## src/sys_pkg.sv

```systemverilog
// system bus constants; two 4 KiB regions, everything else unmapped and left to the timeout
package sys_pkg;

   ////////////////////////////////////////
   // bus widths
   ////////////////////////////////////////

   localparam int unsigned sys_aw = 32;
   localparam int unsigned sys_dw = 32;

   ////////////////////////////////////////
   // address map
   ////////////////////////////////////////

   // mask covers the offset bits inside a window
   localparam logic [sys_aw-1:0] reg_base = 32'h0000_0000;
   localparam logic [sys_aw-1:0] reg_mask = 32'h0000_0fff;
   localparam logic [sys_aw-1:0] mem_base = 32'h0001_0000;
   localparam logic [sys_aw-1:0] mem_mask = 32'h0000_0fff;

   localparam int unsigned reg_num   = 8;   // word offset bits 4:2
   localparam int unsigned reg_idx_w = 3;
   localparam int unsigned mem_words = 64;  // word offset bits 7:2
   localparam int unsigned mem_idx_w = 6;

   // read-only identifier in the last register
   localparam logic [sys_dw-1:0] reg_id_value = 32'h5a17_0107;

   ////////////////////////////////////////
   // timing
   ////////////////////////////////////////

   localparam int unsigned mem_wait    = 4;   // strobe to ack, memory
   localparam int unsigned mem_wait_w  = $clog2(mem_wait + 1);
   localparam int unsigned ack_timeout = 32;  // bridge gives up after this
   localparam int unsigned ack_cnt_w   = $clog2(ack_timeout + 1);

endpackage

```

## src/axi_pkg.sv

```systemverilog
// AXI constants for single-beat word access only; no bursts, no narrow sizes, no write strobes
package axi_pkg;

   ////////////////////////////////////////
   // field widths
   ////////////////////////////////////////

   localparam int unsigned axi_id_w   = 8;  // awid, arid, bid, rid
   localparam int unsigned axi_len_w  = 4;  // awlen, arlen
   localparam int unsigned axi_size_w = 3;  // awsize, arsize
   localparam int unsigned axi_resp_w = 2;  // bresp, rresp

   ////////////////////////////////////////
   // response codes
   ////////////////////////////////////////

   // exokay and decerr are never produced by the bridge
   localparam logic [axi_resp_w-1:0] axi_resp_okay   = 2'b00;
   localparam logic [axi_resp_w-1:0] axi_resp_slverr = 2'b10;  // also used on timeout

   ////////////////////////////////////////
   // supported transfer
   ////////////////////////////////////////

   // 3'b010 is 4 bytes per beat
   localparam logic [axi_size_w-1:0] axi_size_word = 3'b010;

   // single beat: axlen must be zero
   localparam logic [axi_len_w-1:0]  axi_len_single = '0;

endpackage
```

## src/axi_sys_top.sv

```systemverilog
// AXI port behaves as axi_slave: single-beat word accesses, aw and w offered in the same cycle
`timescale 1ns/1ps

module axi_sys_top (
   input  logic                            axi,
   input  logic                            rst,
   input  logic [axi_pkg::axi_id_w-1:0]    awid,
   input  logic [sys_pkg::sys_aw-1:0]      awaddr,
   input  logic [axi_pkg::axi_len_w-1:0]   awlen,
   input  logic [axi_pkg::axi_size_w-1:0]  awsize,
   input  logic                            awvalid,
   output logic                            awready,
   input  logic [sys_pkg::sys_dw-1:0]      wdata,
   input  logic                            wvalid,
   output logic                            wready,
   output logic [axi_pkg::axi_id_w-1:0]    bid,
   output logic [axi_pkg::axi_resp_w-1:0]  bresp,
   output logic                            bvalid,
   input  logic                            bready,
   input  logic [axi_pkg::axi_id_w-1:0]    arid,
   input  logic [sys_pkg::sys_aw-1:0]      araddr,
   input  logic [axi_pkg::axi_len_w-1:0]   arlen,
   input  logic [axi_pkg::axi_size_w-1:0]  arsize,
   input  logic                            arvalid,
   output logic                            arready,
   output logic [axi_pkg::axi_id_w-1:0]    rid,
   output logic [sys_pkg::sys_dw-1:0]      rdata,
   output logic [axi_pkg::axi_resp_w-1:0]  rresp,
   output logic                            rlast,
   output logic                            rvalid,
   input  logic                            rready
);
   import sys_pkg::*;

   // bridge side of the system bus
   logic [sys_aw-1:0] bus_addr;
   logic [sys_dw-1:0] bus_wdata;
   logic              bus_wen;
   logic              bus_ren;
   logic [sys_dw-1:0] bus_rdata;
   logic              bus_ack;
   // target side
   logic [sys_aw-1:0] tgt_addr;
   logic [sys_dw-1:0] tgt_wdata;
   logic              reg_wen;
   logic              reg_ren;
   logic [sys_dw-1:0] reg_rdata;
   logic              reg_ack;
   logic              mem_wen;
   logic              mem_ren;
   logic [sys_dw-1:0] mem_rdata;
   logic              mem_ack;

   axi_slave u_bridge (
      .axi(axi), .rst(rst),
      .awid(awid), .awaddr(awaddr), .awlen(awlen), .awsize(awsize),
      .awvalid(awvalid), .awready(awready),
      .wdata(wdata), .wvalid(wvalid), .wready(wready),
      .bid(bid), .bresp(bresp), .bvalid(bvalid), .bready(bready),
      .arid(arid), .araddr(araddr), .arlen(arlen), .arsize(arsize),
      .arvalid(arvalid), .arready(arready),
      .rid(rid), .rdata(rdata), .rresp(rresp), .rlast(rlast),
      .rvalid(rvalid), .rready(rready),
      .addr(bus_addr), .bus_wdata(bus_wdata), .wen(bus_wen), .ren(bus_ren),
      .bus_rdata(bus_rdata), .ack(bus_ack)
   );

   sys_bus_decoder u_dec (
      .axi(axi), .rst(rst),
      .addr(bus_addr), .wdata(bus_wdata), .wen(bus_wen), .ren(bus_ren),
      .rdata(bus_rdata), .ack(bus_ack),
      .reg_wen(reg_wen), .reg_ren(reg_ren), .reg_rdata(reg_rdata), .reg_ack(reg_ack),
      .mem_wen(mem_wen), .mem_ren(mem_ren), .mem_rdata(mem_rdata), .mem_ack(mem_ack),
      .tgt_addr(tgt_addr), .tgt_wdata(tgt_wdata)
   );

   // fast target
   reg_bank u_regs (
      .axi(axi), .rst(rst), .wen(reg_wen), .ren(reg_ren),
      .addr(tgt_addr), .wdata(tgt_wdata), .rdata(reg_rdata), .ack(reg_ack)
   );

   // slow target
   slow_mem u_mem (
      .axi(axi), .rst(rst), .wen(mem_wen), .ren(mem_ren),
      .addr(tgt_addr), .wdata(tgt_wdata), .rdata(mem_rdata), .ack(mem_ack)
   );

endmodule

```

## src/slow_mem.sv

```systemverilog
// 64-word memory with fixed wait states; contents undefined after reset, one access in flight
`timescale 1ns/1ps

module slow_mem (
   input  logic                        axi,
   input  logic                        rst,
   input  logic                        wen,
   input  logic                        ren,
   input  logic [sys_pkg::sys_aw-1:0]  addr,
   input  logic [sys_pkg::sys_dw-1:0]  wdata,
   output logic [sys_pkg::sys_dw-1:0]  rdata,
   output logic                        ack
);
   import sys_pkg::*;

   logic [sys_dw-1:0]     mem [0:mem_words-1];
   logic [mem_idx_w-1:0]  idx;
   logic [mem_wait_w-1:0] wait_cnt;   // zero when idle
   logic                  last_wait;

   assign idx       = addr[mem_idx_w+1:2];   // word offset, bits 7:2
   assign last_wait = (wait_cnt == mem_wait_w'(1));

   ////////////////////////////////////////
   // wait counter
   ////////////////////////////////////////

   always_ff @(posedge axi) begin
      if (rst) begin
         wait_cnt <= '0;
         ack      <= 1'b0;
      end else begin
         ack <= last_wait;   // lands mem_wait cycles after the strobe
         if (wen | ren)
            wait_cnt <= mem_wait_w'(mem_wait - 1);
         else if (wait_cnt != '0)
            wait_cnt <= wait_cnt - mem_wait_w'(1);
      end
   end

   ////////////////////////////////////////
   // storage
   ////////////////////////////////////////

   always_ff @(posedge axi) begin
      if (wen)
         mem[idx] <= wdata;   // write right on the strobe
      if (last_wait)
         rdata <= mem[idx];   // addr still held by the bridge
   end

endmodule

```

## src/reg_bank.sv

```systemverilog
// eight word registers, aliased over the 4 KiB window; the last one is a read-only identifier
`timescale 1ns/1ps

module reg_bank (
   input  logic                        axi,
   input  logic                        rst,
   input  logic                        wen,
   input  logic                        ren,
   input  logic [sys_pkg::sys_aw-1:0]  addr,
   input  logic [sys_pkg::sys_dw-1:0]  wdata,
   output logic [sys_pkg::sys_dw-1:0]  rdata,
   output logic                        ack
);
   import sys_pkg::*;

   logic [sys_dw-1:0]    regs [0:reg_num-1];
   logic [reg_idx_w-1:0] idx;
   logic                 id_sel;   // points at the identifier

   assign idx    = addr[reg_idx_w+1:2];   // word offset
   assign id_sel = (idx == reg_idx_w'(reg_num - 1));

   ////////////////////////////////////////
   // register storage
   ////////////////////////////////////////

   always_ff @(posedge axi) begin
      if (rst) begin
         for (int i = 0; i < reg_num; i++) begin
            // identifier loads here and is never written
            regs[i] <= (i == reg_num - 1) ? reg_id_value : '0;
         end
      end else if (wen && !id_sel) begin
         regs[idx] <= wdata;
      end
      // write to the identifier is acked, data dropped
   end

   ////////////////////////////////////////
   // ack and read data
   ////////////////////////////////////////

   // one cycle after the strobe
   always_ff @(posedge axi) begin
      if (rst)
         ack <= 1'b0;
      else
         ack <= wen | ren;   // writes and reads alike
   end

   always_ff @(posedge axi) begin
      if (ren)
         rdata <= regs[idx];   // valid together with ack
   end

endmodule

```

## src/sys_bus_decoder.sv

```systemverilog
// strobes to unmapped addresses are dropped, so only the bridge timeout answers them
`timescale 1ns/1ps

module sys_bus_decoder (
   input  logic                        axi,
   input  logic                        rst,
   // from the bridge
   input  logic [sys_pkg::sys_aw-1:0]  addr,
   input  logic [sys_pkg::sys_dw-1:0]  wdata,
   input  logic                        wen,
   input  logic                        ren,
   // to the bridge
   output logic [sys_pkg::sys_dw-1:0]  rdata,
   output logic                        ack,
   // register bank
   output logic                        reg_wen,
   output logic                        reg_ren,
   input  logic [sys_pkg::sys_dw-1:0]  reg_rdata,
   input  logic                        reg_ack,
   // memory
   output logic                        mem_wen,
   output logic                        mem_ren,
   input  logic [sys_pkg::sys_dw-1:0]  mem_rdata,
   input  logic                        mem_ack,
   // shared to both targets
   output logic [sys_pkg::sys_aw-1:0]  tgt_addr,
   output logic [sys_pkg::sys_dw-1:0]  tgt_wdata
);
   import sys_pkg::*;

   logic reg_hit;
   logic mem_hit;
   logic sel_reg;   // region recorded at strobe time
   logic sel_mem;

   // region match, offset bits masked off
   assign reg_hit = ((addr & ~reg_mask) == reg_base);
   assign mem_hit = ((addr & ~mem_mask) == mem_base);

   // strobes only go to the matching target
   assign reg_wen = wen & reg_hit;
   assign reg_ren = ren & reg_hit;
   assign mem_wen = wen & mem_hit;
   assign mem_ren = ren & mem_hit;

   assign tgt_addr  = addr;    // bridge keeps these stable
   assign tgt_wdata = wdata;

   always_ff @(posedge axi) begin
      if (rst) begin
         sel_reg <= 1'b0;
         sel_mem <= 1'b0;
      end else if (wen | ren) begin
         sel_reg <= reg_hit;
         sel_mem <= mem_hit;
      end else if (ack) begin
         sel_reg <= 1'b0;      // access over
         sel_mem <= 1'b0;
      end
   end

   // return path follows the record, not the live address
   always_comb begin
      rdata = '0;
      ack   = 1'b0;
      if (sel_reg) begin
         rdata = reg_rdata;
         ack   = reg_ack;
      end else if (sel_mem) begin
         rdata = mem_rdata;
         ack   = mem_ack;
      end
   end

endmodule

```

## src/axi_slave.sv

```systemverilog
// one access at a time with write priority; aw and w handshake together; single beats only
`timescale 1ns/1ps

module axi_slave (
   input  logic                            axi,
   input  logic                            rst,
   // write address
   input  logic [axi_pkg::axi_id_w-1:0]    awid,
   input  logic [sys_pkg::sys_aw-1:0]      awaddr,
   input  logic [axi_pkg::axi_len_w-1:0]   awlen,
   input  logic [axi_pkg::axi_size_w-1:0]  awsize,
   input  logic                            awvalid,
   output logic                            awready,
   // write data
   input  logic [sys_pkg::sys_dw-1:0]      wdata,
   input  logic                            wvalid,
   output logic                            wready,
   // write response
   output logic [axi_pkg::axi_id_w-1:0]    bid,
   output logic [axi_pkg::axi_resp_w-1:0]  bresp,
   output logic                            bvalid,
   input  logic                            bready,
   // read address
   input  logic [axi_pkg::axi_id_w-1:0]    arid,
   input  logic [sys_pkg::sys_aw-1:0]      araddr,
   input  logic [axi_pkg::axi_len_w-1:0]   arlen,
   input  logic [axi_pkg::axi_size_w-1:0]  arsize,
   input  logic                            arvalid,
   output logic                            arready,
   // read data
   output logic [axi_pkg::axi_id_w-1:0]    rid,
   output logic [sys_pkg::sys_dw-1:0]      rdata,
   output logic [axi_pkg::axi_resp_w-1:0]  rresp,
   output logic                            rlast,
   output logic                            rvalid,
   input  logic                            rready,
   // system bus
   output logic [sys_pkg::sys_aw-1:0]      addr,
   output logic [sys_pkg::sys_dw-1:0]      bus_wdata,
   output logic                            wen,
   output logic                            ren,
   input  logic [sys_pkg::sys_dw-1:0]      bus_rdata,
   input  logic                            ack
);
   import axi_pkg::*;
   import sys_pkg::*;

   logic                   wr_busy;   // write owns the bridge until b handshake
   logic                   rd_busy;   // read owns it until r handshake
   logic                   pend;      // strobe out, waiting for ack or timeout
   logic                   unsup_q;   // latched burst / size error
   logic [ack_cnt_w-1:0]   ack_cnt;
   logic [axi_id_w-1:0]    id_q;
   logic                   idle;
   logic                   wr_acc;
   logic                   rd_acc;
   logic                   wr_unsup;
   logic                   rd_unsup;
   logic                   timeout;
   logic                   done;
   logic [axi_resp_w-1:0]  resp;

   ////////////////////////////////////////
   // address acceptance
   ////////////////////////////////////////

   assign idle    = ~wr_busy & ~rd_busy;
   assign awready = idle & wvalid;       // aw and w taken in one handshake
   assign wready  = idle & awvalid;
   assign arready = idle & ~awvalid;     // write has priority

   assign wr_acc = awvalid & awready;
   assign rd_acc = arvalid & arready;

   // only single 4-byte beats reach the bus
   assign wr_unsup = (awlen != axi_len_single) | (awsize != axi_size_word);
   assign rd_unsup = (arlen != axi_len_single) | (arsize != axi_size_word);

   // payload held stable for the whole access
   always_ff @(posedge axi) begin
      if (wr_acc) begin
         id_q      <= awid;
         addr      <= awaddr;
         bus_wdata <= wdata;
         unsup_q   <= wr_unsup;
      end else if (rd_acc) begin
         id_q      <= arid;
         addr      <= araddr;
         unsup_q   <= rd_unsup;
      end
   end

   assign bid = id_q;   // echo only without reordering
   assign rid = id_q;

   ////////////////////////////////////////
   // bus strobes and ack protection
   ////////////////////////////////////////

   assign timeout = (ack_cnt == ack_cnt_w'(ack_timeout));
   assign done    = pend & (unsup_q | ack | timeout);   // access ends here

   // ack beats timeout if both land together
   assign resp = (unsup_q | ~ack) ? axi_resp_slverr : axi_resp_okay;

   always_ff @(posedge axi) begin
      if (rst) begin
         wr_busy <= 1'b0;
         rd_busy <= 1'b0;
         pend    <= 1'b0;
         ack_cnt <= '0;
         wen     <= 1'b0;
         ren     <= 1'b0;
      end else begin
         wen <= wr_acc & ~wr_unsup;   // one-cycle strobe in the cycle after T
         ren <= rd_acc & ~rd_unsup;

         if (wr_acc)
            wr_busy <= 1'b1;
         else if (bvalid & bready)
            wr_busy <= 1'b0;          // next access in the following cycle

         if (rd_acc)
            rd_busy <= 1'b1;
         else if (rvalid & rready)
            rd_busy <= 1'b0;

         // counter runs from T until the access ends
         if (wr_acc | rd_acc) begin
            pend    <= 1'b1;
            ack_cnt <= ack_cnt_w'(1);
         end else if (done) begin
            pend    <= 1'b0;
            ack_cnt <= '0;
         end else if (pend) begin
            ack_cnt <= ack_cnt + ack_cnt_w'(1);
         end
      end
   end

   ////////////////////////////////////////
   // responses
   ////////////////////////////////////////

   always_ff @(posedge axi) begin
      if (rst) begin
         bvalid <= 1'b0;
         rvalid <= 1'b0;
         rlast  <= 1'b0;
      end else begin
         if (done & wr_busy)
            bvalid <= 1'b1;
         else if (bready)
            bvalid <= 1'b0;           // held until the master takes it

         if (done & rd_busy) begin
            rvalid <= 1'b1;
            rlast  <= 1'b1;           // every read is a single beat
         end else if (rready) begin
            rvalid <= 1'b0;
            rlast  <= 1'b0;
         end
      end
   end

   // response payload only moves at the end of an access
   always_ff @(posedge axi) begin
      if (done & wr_busy)
         bresp <= resp;
      if (done & rd_busy) begin
         rresp <= resp;
         rdata <= (resp == axi_resp_okay) ? bus_rdata : '0;   // zero on any error
      end
   end

endmodule

```

## config.mk

```make
export PLATFORM = sky130hd
export DESIGN_NAME = axi_sys_top
export DESIGN_NICKNAME = d
export VERILOG_FILES = /design/src/sys_pkg.sv /design/src/axi_pkg.sv /design/src/axi_sys_top.sv /design/src/slow_mem.sv /design/src/reg_bank.sv /design/src/sys_bus_decoder.sv /design/src/axi_slave.sv
export SDC_FILE = /design/constraint.sdc
export NUM_CORES = 2
export LEC_CHECK = 0
export BUFFER_PORTS_ARGS = -buffer_cell sky130_fd_sc_hd__buf_2
export CAP_MARGIN = 30
export CORE_MARGIN = 4
export CORE_UTILIZATION = 45
export DETAILED_ROUTE_END_ITERATION = 6
export GPL_TIMING_DRIVEN = 0
export PLACE_DENSITY_LB_ADDON = 0.3
export SLEW_MARGIN = 20
export SYNTH_ARGS = -nofsm -noshare
export SYNTH_HDL_FRONTEND = slang
export SYNTH_SLANG_ARGS = --single-unit
```

## constraint.sdc

```tcl
create_clock -name axi -period 4.1 [get_ports axi]
set_clock_uncertainty 0.05 [all_clocks]
set_input_delay 0.41 -clock axi [delete_from_list [all_inputs] [get_ports axi]]
set_output_delay 0.41 -clock axi [all_outputs]
set_load 0.02 [all_outputs]
```

## Word-level counts from Yosys, hierarchy flattened

Memory sizes are Yosys's and may differ from the RTL's. A register that Yosys moved wholly into a read port is not among the register bits.
Index checks and enable logic that the tools add are counted.

- Memory bits (writable): 2304
- Word-level logic and storage cells: 122
- Memories: 2
- Input bits: 133
- Flip-flop bits (word level): 129

Memory list:

| name | words | width | read ports | clocked after memory_dff | write ports | line | RTL |
|---|---|---|---|---|---|---|---|
| u_mem.mem | 64 | 32 | 1 | 1 | 1 | slow_mem.sv:16 | `logic [sys_dw-1:0] mem [0:mem_words-1];` |
| u_regs.regs | 8 | 32 | 1 | 1 | 8 | reg_bank.sv:16 | `logic [sys_dw-1:0] regs [0:reg_num-1];` |

- Reductions and logical operators: 19
- Add/sub/neg operators: 2
- Eq/ne operators: 6
- Bitwise gates (word level): 32
- Mux-type cells: 39

Operator list:

| kind | count |
|---|---|
| 2-to-1 mux 32 bit | 5 |
| zero test 32 bit | 1 |
| OR reduction 32 bit | 1 |
| 2-to-1 mux 1 bit | 28 |
| == test 20 x 5 -> 1 bit, second input constant | 1 |
| AND 1 bit | 17 |
| 2-to-1 mux 8 bit | 2 |
| nonzero test 2 bit | 8 |
| OR 1 bit | 9 |
| nonzero test 4 bit | 2 |
| adder 6 x 1 -> 6 bit, second input constant | 1 |
| == test 6 bit, second input constant | 1 |
| 2-to-1 mux 2 bit | 3 |
| inequality test 3 x 2 -> 1 bit, second input constant | 2 |
| NOT 1 bit | 6 |
| nonzero test 3 bit | 2 |
| == test 3 x 1 -> 1 bit, second input constant | 1 |
| == test 3 bit, second input constant | 1 |
| 2-to-1 mux 3 bit | 1 |
| OR reduction 3 bit | 1 |
| subtractor 3 x 1 -> 3 bit, second input constant | 1 |
| zero test 2 bit | 1 |
| OR reduction 2 bit | 1 |
| logical AND 1 bit | 1 |
| zero test 1 bit | 1 |

## Logic depth before layout (Yosys ltp)

- Depth in word-level cells: 8
- Gate-level depth with buffers: 10
- Gate-level depth less buffers: 6

## Cells and area by module

Synthesis repeated with hierarchy kept, for this count alone.

- Cell total of the unflattened synthesis: 5408
- Area, all modules: 96830.4 µm²

By module, submodules not included:

| module | instances | cells each | sequential area each (µm²) | area each (µm²) |
|---|---|---|---|---|
| slow_mem | 1 | 4315 | 62540.0 | 78703.0 |
| reg_bank | 1 | 682 | 8668.3 | 12305.6 |
| axi_slave | 1 | 279 | 3473.3 | 4843.4 |
| sys_bus_decoder | 1 | 132 | 40.0 | 978.4 |

## Worst setup path before layout

OpenSTA, ideal clock, no wires.

- Path kind: reg-to-reg
- Start point: reg u_bridge.addr[2] (netlist bit)
- End point: mem u_mem.mem[10][0] (enable)
- Slack: 0.597 ns
- Cell stages (with the launch flop): 9
- Period minus slack after synthesis: 3.503 ns
- Data required time: 3.629 ns
- Setup time: 0.421 ns
- Arrival time: 3.032 ns
- Path buffers: 5
- Cells stage by stage: edfxtp_1 > buf_4 > buf_6 > nor3b_1 > buf_2 > buf_2 > buf_2 > nand2_2 > nor2_1

RTL lines:

| what | line | RTL |
|---|---|---|
| from (decl) | axi_slave.sv:38 | `output logic [sys_pkg::sys_aw-1:0] addr,` |
| from (signal assigned) | axi_slave.sv:83 | `addr <= awaddr;` |
| from (signal assigned) | axi_slave.sv:88 | `addr <= araddr;` |
| to (decl) | slow_mem.sv:16 |  |

Straight into the memory's write port.

==> qor.csv <==
metric,value,unit
number_of_buffer_and_inverter_instances_along_the_worst_setup_path,4,
cpMaxStageDelayCell,sky130_fd_sc_hd__nor2_1,
failed_checks,setup timing,
layout_min_cycle_time,4.220,ns
place_worst_setup_slack,-0.6330,ns
startpoint_type,flip-flop,
global_route.overflow_total,0,
drt.antenna.violating_nets,0,
worst-r2r-cell-count,9,
area_enclosed_by_the_die_boundary,216800,um^2
post_synth_inst_count,4901,
outcome,finished with violations,
critical_path.most_common_cell,sky130_fd_sc_hd__buf_2,
grt_pass1_vias,52170,
cts_tree,built,
synthDominantAreaCellType,sky130_fd_sc_hd__edfxtp_1,
cts_inserted_buffers,238,
path_class,flip-flop to flip-flop,
floorplan.io_pins,191,
clock_sinks,2489,
critPathMaxFanout,10,
final_hold_viol_count,0,
largest_reg_flops,2048,
routabilityCongestion,0.9665,
setup_violations,106,
post_detailed_route_via_to_cell_ratio,6.101,
detail_route.first_pass.iterations,7,
synthesis.area_per_instance,19.22,um^2
layout.area.seq,74540,um^2
grt_setup_unrepaired,yes,
largest-register,u_mem.mem,
wirelength,278.3,mm
antenna_found_initial,19,
holdCritPathClass,primary input to flip-flop,
crit_path_start,u_bridge.addr[3]$_DFFE_PP_,
io_buffer_count,176,
yosys.cell_count.top_type,sky130_fd_sc_hd__edfxtp_1,
setup_slack,-0.1198,ns
yosysTopAreaCellShare,78.69,%
synthTopCellsByArea,"sky130_fd_sc_hd__edfxtp_1 (79%), sky130_fd_sc_hd__mux4_2 (5.9%), sky130_fd_sc_hd__a22oi_1 (4.1%), sky130_fd_sc_hd__mux2i_1 (2.0%), sky130_fd_sc_hd__and2_1 (1.5%)",
peakVddDrop,0.5763,mV
slew_headroom,33.81,%
crit_reg_reg_startpoint,u_bridge.addr[3]$_DFFE_PP_,
worst_ep_required_time,4.57,ns
finish.net_count,5893,
worst_setup_hold_path_clk_slew,0.06,ns
cts_htree_levels,4,
totalNegativeSetupSlack,-4.091,ns
hpwlAfterDp,192.3,mm
worstSetupPathDepth,9,
via_count,53390,
top_registers,"u_mem.mem x2048, u_regs.regs x256",
final_layout_size_suffix_gt1_share,22.97,%
clock_latency_reported_for_the_late_side_of_the_worst_skew_pair,0.89,ns
cpPeakStageDelay,0.59,ns
synth_top_cells_by_count,"sky130_fd_sc_hd__edfxtp_1 (2469), sky130_fd_sc_hd__a22oi_1 (517), sky130_fd_sc_hd__mux4_2 (248)",
max_cap_viol_count,0,
num-fill-cells,15740,
clock-root-buffer,sky130_fd_sc_hd__clkbuf_16,
remaining_drc_errors,0,
end_kind,flip-flop,
die_height,465.6,um
critical_path_arrival,4.69,ns
num_rows,167,
die_width,465.6,um
fin_crit_sh,102.9,%
postSynthRegisterBits,2489,
crit_path_cell_trace,buf_6 -> buf_2 -> clkbuf_4 -> buf_2 -> mux4_2 -> mux2i_1 -> o22ai_1 -> nor2_1 -> nand4_1,
core_area,207700,um^2
synth.yosys.warnings,0,
clock.fmax,0.2370,GHz
dominantRegCellSynth,sky130_fd_sc_hd__edfxtp_1,
rrSetupSlack,-0.12,ns
slew_violations,0,
worst_pin_slew,0.9825,ns
grt_max_degree,34,
area_growth,20.62,%
wire_per_inst,31.80,um
critical_path.top_delay_family,buffers and inverters,
async_reset_ff_share,0,%
grt_util_all_layers,25.37,%
power_per_cell_area,479.7,nW/um^2
multiInputGateArea,18790,um^2
synth_sequential_area_ratio,79.12,%
worst_setup_path_endpoint,u_mem.rdata[12]$_DFFE_PP_,
synthesis.area,94220,um^2
synth_cell_types,68,
power.leakage,0.03713,uW
rr_endpoint,u_mem.rdata[12]$_DFFE_PP_,
synth-edff-count,2469,
drt_iter0_markers,8025,
clock_tree.buffer_depth,3,
start_util,45.36,%
grt_pass1_wl,391.6,mm
-- cells in the final DEF, fill, tap and decap left out, drive strengths merged, types with 29 or more instances in the layout --
| master | count |
|---|---|
| nand4 | 118 |
| mux4 | 248 |
| nor2 | 172 |
| a221oi | 81 |
| a41oi | 29 |
| mux2i | 191 |
| o21ai | 36 |
| buf | 662 |
| and2 | 231 |
| edfxtp | 2469 |
| clkinv | 111 |
| o22ai | 92 |
| nand2 | 172 |
| dlygate4sd3 | 115 |
| clkbuf | 415 |
| conb | 34 |
| a22oi | 517 |
| a21oi | 47 |
-- through the flow --
stage                     utilization, %  std cells  power (uW)  area, um^2  hold WS, ns
final                              54.72       8752       54520      113600      0.07141
after global routing               54.71       8746       56010      113600      0.06831
after CTS                          54.64       8736       54630      113500     0.009056
after detailed placement           49.97       8123       32980      103800       0.4328
after global placement             47.52       7897       32710       98710       0.4298
after floorplan                        -       4933       30930       94340       0.4065
-- worst min path at each step --
stage | startpoint | to | slack [ns] | cells past startpoint
2_1_floorplan | u_dec.sel_mem$_SDFFE_PP0P_ | u_dec.sel_mem$_SDFFE_PP0P_ | 0.41 | 2
3_3_place_gp | u_dec.sel_mem$_SDFFE_PP0P_ | u_dec.sel_mem$_SDFFE_PP0P_ | 0.43 | 2
3_5_place_dp | u_dec.sel_mem$_SDFFE_PP0P_ | u_dec.sel_mem$_SDFFE_PP0P_ | 0.43 | 2
4_1_cts | arlen[2] | u_bridge.unsup_q$_DFFE_PP_ | 0.009 | 5
5_1_grt | arlen[2] | u_bridge.unsup_q$_DFFE_PP_ | 0.07 | 5
6_report | arlen[2] | u_bridge.unsup_q$_DFFE_PP_ | 0.07 | 5
-- power by group --
part | switching, uW | internal [uW]
sequential | 217 | 28200
combinational | 2790 | 1420
clock | 9530 | 12300
-- repair_timing --
| action | CTS | global route |
|---|---|---|
| setup endpoints to repair | 1505 | 31 |
| endpoints found under the hold margin | 81 | 0 |
| pin swaps | 28 | 0 |
| buffers inserted | 57 | 0 |
| hold buffers | 115 | 0 |
| resized for setup | 35 | 6 |
-- layout make-up --
| type | instances | share of cell area, % |
|---|---|---|
| Antenna cell | 8 | 0.01762 |
| Clock inverter | 147 | 1.316 |
| Sequential cell | 2489 | 65.59 |
| Tap cell | 2788 | 3.069 |
| Clock buffer | 294 | 5.472 |
| Buffer | 315 | 1.398 |
| Inverter | 10 | 0.03303 |
| Multi-Input combinational cell | 2118 | 16.53 |
| Timing Repair Buffer | 583 | 6.571 |
-- worst reg2reg max path, cell delays in order (launching register included) --
cell,delay (ns)
sky130_fd_sc_hd__edfxtp_1,0.52
sky130_fd_sc_hd__buf_6,0.21
sky130_fd_sc_hd__buf_2,0.35
sky130_fd_sc_hd__clkbuf_4,0.40
sky130_fd_sc_hd__buf_2,0.35
sky130_fd_sc_hd__mux4_2,0.37
sky130_fd_sc_hd__mux2i_1,0.32
sky130_fd_sc_hd__o22ai_1,0.29
sky130_fd_sc_hd__nor2_1,0.59
sky130_fd_sc_hd__nand4_1,0.41
-- metal layers --
metal	global-route usage (%)	wire (um)
met5	0	76
met4	11.62	14130
met3	5.183	28190
met2	39.23	128300
met1	34.93	107700
-- cells by family after synthesis --
group	share of synthesized area, %
DFF	79.12
AOI/OAI and AO/OA	6.547
and+or+nand+nor	4.453
muxes	8.065
buffers and inverters	1.698
adders and majority gates	0.06640
xor gates and xnor gates	0.04649
other	0.007971
Note: power is estimated with default switching activity, not from simulation.
